<file path="config.mk">
export PLATFORM = sky130hd
export DESIGN_NAME = ddc_readout
export DESIGN_NICKNAME = d
export VERILOG_FILES = /design/src/hdl/ddc_pkg.sv /design/src/hdl/dump_timer.sv /design/src/hdl/iq_integrator.sv /design/src/hdl/channel_serializer.sv /design/src/hdl/ddc_readout.sv
export SDC_FILE = /design/constraint.sdc
export NUM_CORES = 2
export LEC_CHECK = 0
export BUFFER_PORTS_ARGS = -buffer_cell sky130_fd_sc_hd__buf_2
export CAP_MARGIN = 40
export CORE_ASPECT_RATIO = 1.4
export CORE_MARGIN = 5
export CORE_UTILIZATION = 50
export CTS_BUF_LIST = sky130_fd_sc_hd__clkbuf_2 sky130_fd_sc_hd__clkbuf_4 sky130_fd_sc_hd__clkbuf_8
export DETAILED_ROUTE_END_ITERATION = 8
export GPL_ROUTABILITY_DRIVEN = 0
export MAX_ROUTING_LAYER = met4
export PLACE_DENSITY = 0.67
export SLEW_MARGIN = 20
export SYNTH_ARGS = -nofsm -noshare
export SYNTH_HDL_FRONTEND = slang
export SYNTH_SLANG_ARGS = --single-unit
export TNS_END_PERCENT = 5
</file>
<file path="constraint.sdc">
create_clock -name s_axis_aclk -period 17.1 [get_ports s_axis_aclk]
set_input_delay 5.13 -clock s_axis_aclk [delete_from_list [all_inputs] [get_ports s_axis_aclk]]
set_output_delay 5.13 -clock s_axis_aclk [all_outputs]
set_load 0.02 [all_outputs]
</file>
<file path="src/hdl/ddc_pkg.sv">
package ddc_pkg;

    // Channel count and index width
    localparam int n_ch     = 4;
    localparam int ch_idx_w = $clog2(n_ch);

    // Sample, accumulator and length widths
    localparam int ddc_w    = 32;
    localparam int acc_w    = 48;
    localparam int len_w    = 16;

    // One output beat carries Q above I
    localparam int beat_w   = 2 * acc_w;

    typedef logic signed [ddc_w-1:0] ddc_sample_t;

    typedef logic signed [acc_w-1:0] acc_sum_t;

    typedef logic [len_w-1:0] acc_len_t;

    typedef logic [ch_idx_w-1:0] ch_idx_t;

    typedef logic [beat_w-1:0] ddc_beat_t;

endpackage

</file>
<file path="src/hdl/dump_timer.sv">
`timescale 1ns/1ns

module dump_timer
    import ddc_pkg::*;
(
    input  logic     s_axis_aclk,
    input  logic     s_axis_aresetn,
    input  logic     s_axis_ddc_tvalid,
    input  acc_len_t acc_len,
    input  logic     resync,
    output logic     frame_start,
    output logic     frame_last
);

    acc_len_t strobe_cnt;
    acc_len_t frame_len;
    acc_len_t cur_len;
    logic     at_start;

    // Count of zero means the next strobe opens a frame
    assign at_start = (strobe_cnt == '0);

    // First strobe sees the live length, the rest use the captured copy
    assign cur_len = at_start ? acc_len : frame_len;

    assign frame_start = s_axis_ddc_tvalid && at_start;
    assign frame_last  = s_axis_ddc_tvalid && (strobe_cnt == cur_len - acc_len_t'(1));

    // Strobe counter
    always_ff @(posedge s_axis_aclk) begin
        if (!s_axis_aresetn) begin
            strobe_cnt <= '0;
        end else if (resync) begin
            strobe_cnt <= '0;
        end else if (frame_last) begin
            // Wrap after the final strobe of the frame
            strobe_cnt <= '0;
        end else if (s_axis_ddc_tvalid) begin
            strobe_cnt <= strobe_cnt + acc_len_t'(1);
        end
    end

    // Length is held for the rest of the frame
    always_ff @(posedge s_axis_aclk) begin
        if (frame_start) begin
            frame_len <= acc_len;
        end
    end

endmodule

</file>
<file path="src/hdl/iq_integrator.sv">
`timescale 1ns/1ns

module iq_integrator
    import ddc_pkg::*;
(
    input  logic        s_axis_aclk,
    input  logic        s_axis_aresetn,
    input  ddc_sample_t sample_i,
    input  ddc_sample_t sample_q,
    input  logic        sample_valid,
    input  logic        frame_start,
    input  logic        frame_last,
    input  logic        resync,
    output acc_sum_t    sum_i,
    output acc_sum_t    sum_q,
    output logic        sum_valid
);

    acc_sum_t run_i;
    acc_sum_t run_q;
    acc_sum_t next_i;
    acc_sum_t next_q;

    // Sign extend and add; a frame start drops the old running value
    assign next_i = (frame_start ? acc_sum_t'(0) : run_i) +
                    {{(acc_w - ddc_w){sample_i[ddc_w-1]}}, sample_i};
    assign next_q = (frame_start ? acc_sum_t'(0) : run_q) +
                    {{(acc_w - ddc_w){sample_q[ddc_w-1]}}, sample_q};

    always_ff @(posedge s_axis_aclk) begin
        if (!s_axis_aresetn) begin
            run_i     <= '0;
            run_q     <= '0;
            sum_i     <= '0;
            sum_q     <= '0;
            sum_valid <= 1'b0;
        end else begin
            sum_valid <= 1'b0;
            if (resync) begin
                // Partial frame is thrown away
                run_i <= '0;
                run_q <= '0;
            end else if (sample_valid && frame_last) begin
                sum_i     <= next_i;
                sum_q     <= next_q;
                sum_valid <= 1'b1;
                run_i     <= '0;
                run_q     <= '0;
            end else if (sample_valid) begin
                run_i <= next_i;
                run_q <= next_q;
            end
        end
    end

endmodule

</file>
<file path="src/hdl/channel_serializer.sv">
`timescale 1ns/1ns

module channel_serializer
    import ddc_pkg::*;
(
    input  logic                s_axis_aclk,
    input  logic                s_axis_aresetn,
    input  acc_sum_t [n_ch-1:0] sum_i,
    input  acc_sum_t [n_ch-1:0] sum_q,
    input  logic                sum_valid,
    input  logic                ddc_gate,
    output ddc_beat_t           m_axis_ddc_tdata,
    output logic                m_axis_ddc_tvalid
);

    acc_sum_t bank_i [n_ch];
    acc_sum_t bank_q [n_ch];
    ch_idx_t  rd_ch;
    logic     busy;
    logic     beat_valid;
    logic     last_ch;

    assign last_ch = (rd_ch == ch_idx_t'(n_ch - 1));

    // Snapshot of every channel at the dump
    always_ff @(posedge s_axis_aclk) begin
        if (sum_valid) begin
            for (int k = 0; k < n_ch; k++) begin
                bank_i[k] <= sum_i[k];
                bank_q[k] <= sum_q[k];
            end
        end
    end

    // Readout steps one channel per cycle
    always_ff @(posedge s_axis_aclk) begin
        if (!s_axis_aresetn) begin
            busy       <= 1'b0;
            rd_ch      <= '0;
            beat_valid <= 1'b0;
        end else begin
            beat_valid <= busy;
            if (sum_valid) begin
                busy  <= 1'b1;
                rd_ch <= '0;
            end else if (busy) begin
                rd_ch <= rd_ch + ch_idx_t'(1);
                if (last_ch) begin
                    busy <= 1'b0;
                end
            end
        end
    end

    // Output beat register
    always_ff @(posedge s_axis_aclk) begin
        if (busy) begin
            m_axis_ddc_tdata <= {bank_q[rd_ch], bank_i[rd_ch]};
        end
    end

    // Gate masks only the strobe and the readout runs on
    assign m_axis_ddc_tvalid = beat_valid & ddc_gate;

endmodule

</file>
<file path="src/hdl/ddc_readout.sv">
`timescale 1ns/1ns

module ddc_readout
    import ddc_pkg::*;
(
    input  logic                   s_axis_aclk,
    input  logic                   s_axis_aresetn,
    input  ddc_sample_t [n_ch-1:0] s_axis_ddc_i_tdata,
    input  ddc_sample_t [n_ch-1:0] s_axis_ddc_q_tdata,
    input  logic                   s_axis_ddc_tvalid,
    input  acc_len_t               acc_len,
    input  logic                   resync,
    input  logic                   ddc_gate,
    output ddc_beat_t              m_axis_ddc_tdata,
    output logic                   m_axis_ddc_tvalid
);

    logic                frame_start;
    logic                frame_last;
    acc_sum_t [n_ch-1:0] sum_i;
    acc_sum_t [n_ch-1:0] sum_q;
    logic     [n_ch-1:0] sum_valid;

    dump_timer dump_timer_i (
        .s_axis_aclk       (s_axis_aclk),
        .s_axis_aresetn    (s_axis_aresetn),
        .s_axis_ddc_tvalid (s_axis_ddc_tvalid),
        .acc_len           (acc_len),
        .resync            (resync),
        .frame_start       (frame_start),
        .frame_last        (frame_last)
    );

    // One integrator pair per channel, all on the shared frame marks
    for (genvar k = 0; k < n_ch; k++) begin : g_ch
        iq_integrator iq_integrator_i (
            .s_axis_aclk    (s_axis_aclk),
            .s_axis_aresetn (s_axis_aresetn),
            .sample_i       (s_axis_ddc_i_tdata[k]),
            .sample_q       (s_axis_ddc_q_tdata[k]),
            .sample_valid   (s_axis_ddc_tvalid),
            .frame_start    (frame_start),
            .frame_last     (frame_last),
            .resync         (resync),
            .sum_i          (sum_i[k]),
            .sum_q          (sum_q[k]),
            .sum_valid      (sum_valid[k])
        );
    end

    // Channel 0 dump strobe stands for all channels
    channel_serializer channel_serializer_i (
        .s_axis_aclk       (s_axis_aclk),
        .s_axis_aresetn    (s_axis_aresetn),
        .sum_i             (sum_i),
        .sum_q             (sum_q),
        .sum_valid         (sum_valid[0]),
        .ddc_gate          (ddc_gate),
        .m_axis_ddc_tdata  (m_axis_ddc_tdata),
        .m_axis_ddc_tvalid (m_axis_ddc_tvalid)
    );

endmodule

</file>
==> results.yml <==
placement:
  pre_cts_slack_ns: 6.15
  place_hpwl_um: 143000
  port-buffer-count: 373
synthesis:
  synth.area.top_cells: "dfxtp_1, edfxtp_1, ha_1"
  yosysWarnings: 0
  async_flop_share_pct: 0
  syn_nets: 7625
  synth_cell_types: 89
  synth_edf_count: 496
  synth_area_um2: 68000
  synth_flop_cell: "dfxtp_1"
  syn-mean-instance-area_um2: 9.76
  yosysSeqAreaShare_pct: 45.2
  synthCells: 6960
  ys_ff_latch: 1285
  synth_top_area_share_pct: 23.2
  synth_top_area_cell: "dfxtp_1"
cts:
  path_clk_slew_ns: 0.06
  clock-sinks: 1285
  max-clock-path-buffers: 3
  cts_tree: "yes"
  cts_inserted_buffers: 198
  cts-root-buf: "clkbuf_8"
  ctsHoldBuffers: 0
  clock_latency_ns: 0.93
  htree_levels: 4
  cts_resized: 0
  post_cts_buffers: 0
layout:
  fillers: 12000
  layout_commonest_cell: "nand2_1"
  final_cell_mix: "nand2_1, dfxtp_1, a21oi_1"
  final_layout_size_suffix_gt1_share_pct: 12.6
  seq_area_um2: 30700
  num-nets-final: 7865
  multi_input_area_um2: 35300
  synthToLayoutAreaGrowth_pct: 11.8
global_routing:
  antenna_found_initial: 22
  grt_max_degree: 219
  grt_pass1_wl_um: 300000
  grtUsageTotal_pct: 27.5
  grt_pass1_vias: 52200
  grt.overflow.total: 0
worst_setup_path:
  cp.arrival_ns: 5.50
  critPathLaunchType: "input pin"
  cp_max_fo: 1
  endpoint_kind: "output pin"
  worstPathRequired_ns: 11.97
  crit_type: "in -> out"
sta:
  fmax_ghz: 0.0941
  hold_ws_ns: 0.397
  hold_violations: 0
  finalCriticalPeriod_ns: 10.63
  rsz0062_at_grt: "false"
  relSlewSlack_pct: 24.0
  setup_viol: 0
  tightest_slew_ns: 1.14
  setup_tns_ns: 0
  finalClockSkew_ns: 0.0485
  setup_ws_ns: 6.47
  fin_crit_sh_pct: 62.2
  slew_viol_final: 0
floorplanning:
  rows: 160
  die_h_um: 446
  io_pins: 374
  core_region_area_um2: 136000
  start_util_pct: 50.1
  dieArea_um2: 143000
  die-width_um: 322
route:
  vias_per_cell: 5.82
  wl_per_cell_um: 21.6
  num_vias: 53300
  drc: 0
  dr.pass1.iters: 6
  drtIter0Drc: 3821
  wl_um: 198000
  ant_nets: 0
power_and_ir_drop:
  ir_drop_mv: 0.0909
  p_leak_uw: 0.0322
  p_per_area_nw_per_um2: 92.3
run:
  maxCapViolCount: 0
outcome:
  outcome: "complete, no violations"
worst_hold_path:
  hp-class: "reg -> reg"
flip-flops by register name, summed over array words and instances, names as in the netlist, 2 cells and up:
signal / flops
channel_serializer_i.bank_q: 192
channel_serializer_i.m_axis_ddc_tdata: 96
g_ch.iq_integrator_i.sum_i: 192
dump_timer_i.strobe_cnt: 16
channel_serializer_i.bank_i: 192
g_ch.iq_integrator_i.run_i: 192
g_ch.iq_integrator_i.run_q: 192
g_ch.iq_integrator_i.sum_q: 192
dump_timer_i.frame_len: 16
channel_serializer_i.rd_ch: 2
metrics by stage:
| stage | util (%) | power [µW] | cells | area [µm²] |
|---|---|---|---|---|
| after floorplan | - | 3830 | 6960 | 68000 |
| after global placement | 52.2 | 4030 | 8768 | 70800 |
| after detailed placement | 52.5 | 4050 | 8780 | 71100 |
| after CTS | 56.0 | 7060 | 9153 | 75900 |
| after global routing | 56.0 | 7290 | 9161 | 75900 |
| final | 56.0 | 7010 | 9167 | 76000 |
routing by layer:
layer	GRT usage [%]	vias to the layer above	routed length, µm
met2	46.6	1681	97700
met3	3.22	455	10200
met5	-	-	0
met1	31.5	25700	76700
met4	15.8	0	13500
li1	-	25500	-
final timing paths:
kind	slack, ns	cells past startpoint	startpoint	endpoint
setup / recovery	6.47	3	ddc_gate	m_axis_ddc_tvalid
setup reg to reg	10.27	22	dump_timer_i.strobe_cnt[0]$_SDFFE_PP0P_	g_ch[1].iq_integrator_i.run_i[46]$_SDFFE_PP0P_
hold reg to reg	0.40	0	g_ch[2].iq_integrator_i.sum_q[45]$_SDFFE_PN0P_	channel_serializer_i.bank_q[2][45]$_DFFE_PP_
hold / removal	0.40	0	g_ch[2].iq_integrator_i.sum_q[45]$_SDFFE_PN0P_	channel_serializer_i.bank_q[2][45]$_DFFE_PP_
cell usage after synthesis, drive strengths merged (47+ instances only):
library cell / count
a211oi: 129
a21o: 229
a21oi: 678
and2: 398
buf: 121
clkbuf: 262
dfxtp: 789
edfxtp: 496
ha: 380
inv: 105
mux2i: 351
mux4: 96
nand2: 821
nand3: 87
nand4: 82
nor2: 641
nor3: 69
o21a: 47
o21ai: 213
o21bai: 54
xnor2: 265
xor2: 134
final cells by class:
| cell class | count | area share, % |
|---|---|---|
| timing repair buffer | 423 | 3.41 |
| tap | 1782 | 2.94 |
| sequential | 1285 | 40.4 |
| multi-input combinational | 5187 | 46.4 |
| inverter | 105 | 0.529 |
| antenna | 12 | 0.0395 |
| clock inverter | 82 | 1.39 |
| clock buffer | 291 | 4.87 |
cells by family (layout without fill, tap and decap cells):
group	Yosys count	after routing	synth area share, %
adder cells (fa/ha/maj)	388	388	7.23
multiplexers	451	451	8.42
other	0	12	0
AO/OA/AOI/OAI	1654	1654	15.4
buffers and inverters	488	901	3.03
XOR/XNOR	399	399	5.14
AND/OR/NAND/NOR	2295	2295	15.7
flip-flops	1285	1285	45.2
power by group:
part / internal [µW] / total [µW] / switching (µW) / leakage (µW)
Sequential: 3200 / 3220 / 19.6 / 0.0119
Combinational: 294 / 773 / 479 / 0.0179
Clock: 1730 / 3020 / 1290 / 0.00247
worst max-delay path, cell delays in order:
cell and delay, ns:
buf_2 0.10, and2_1 0.12, buf_2 0.15
(Power assumes the default switching activity.)
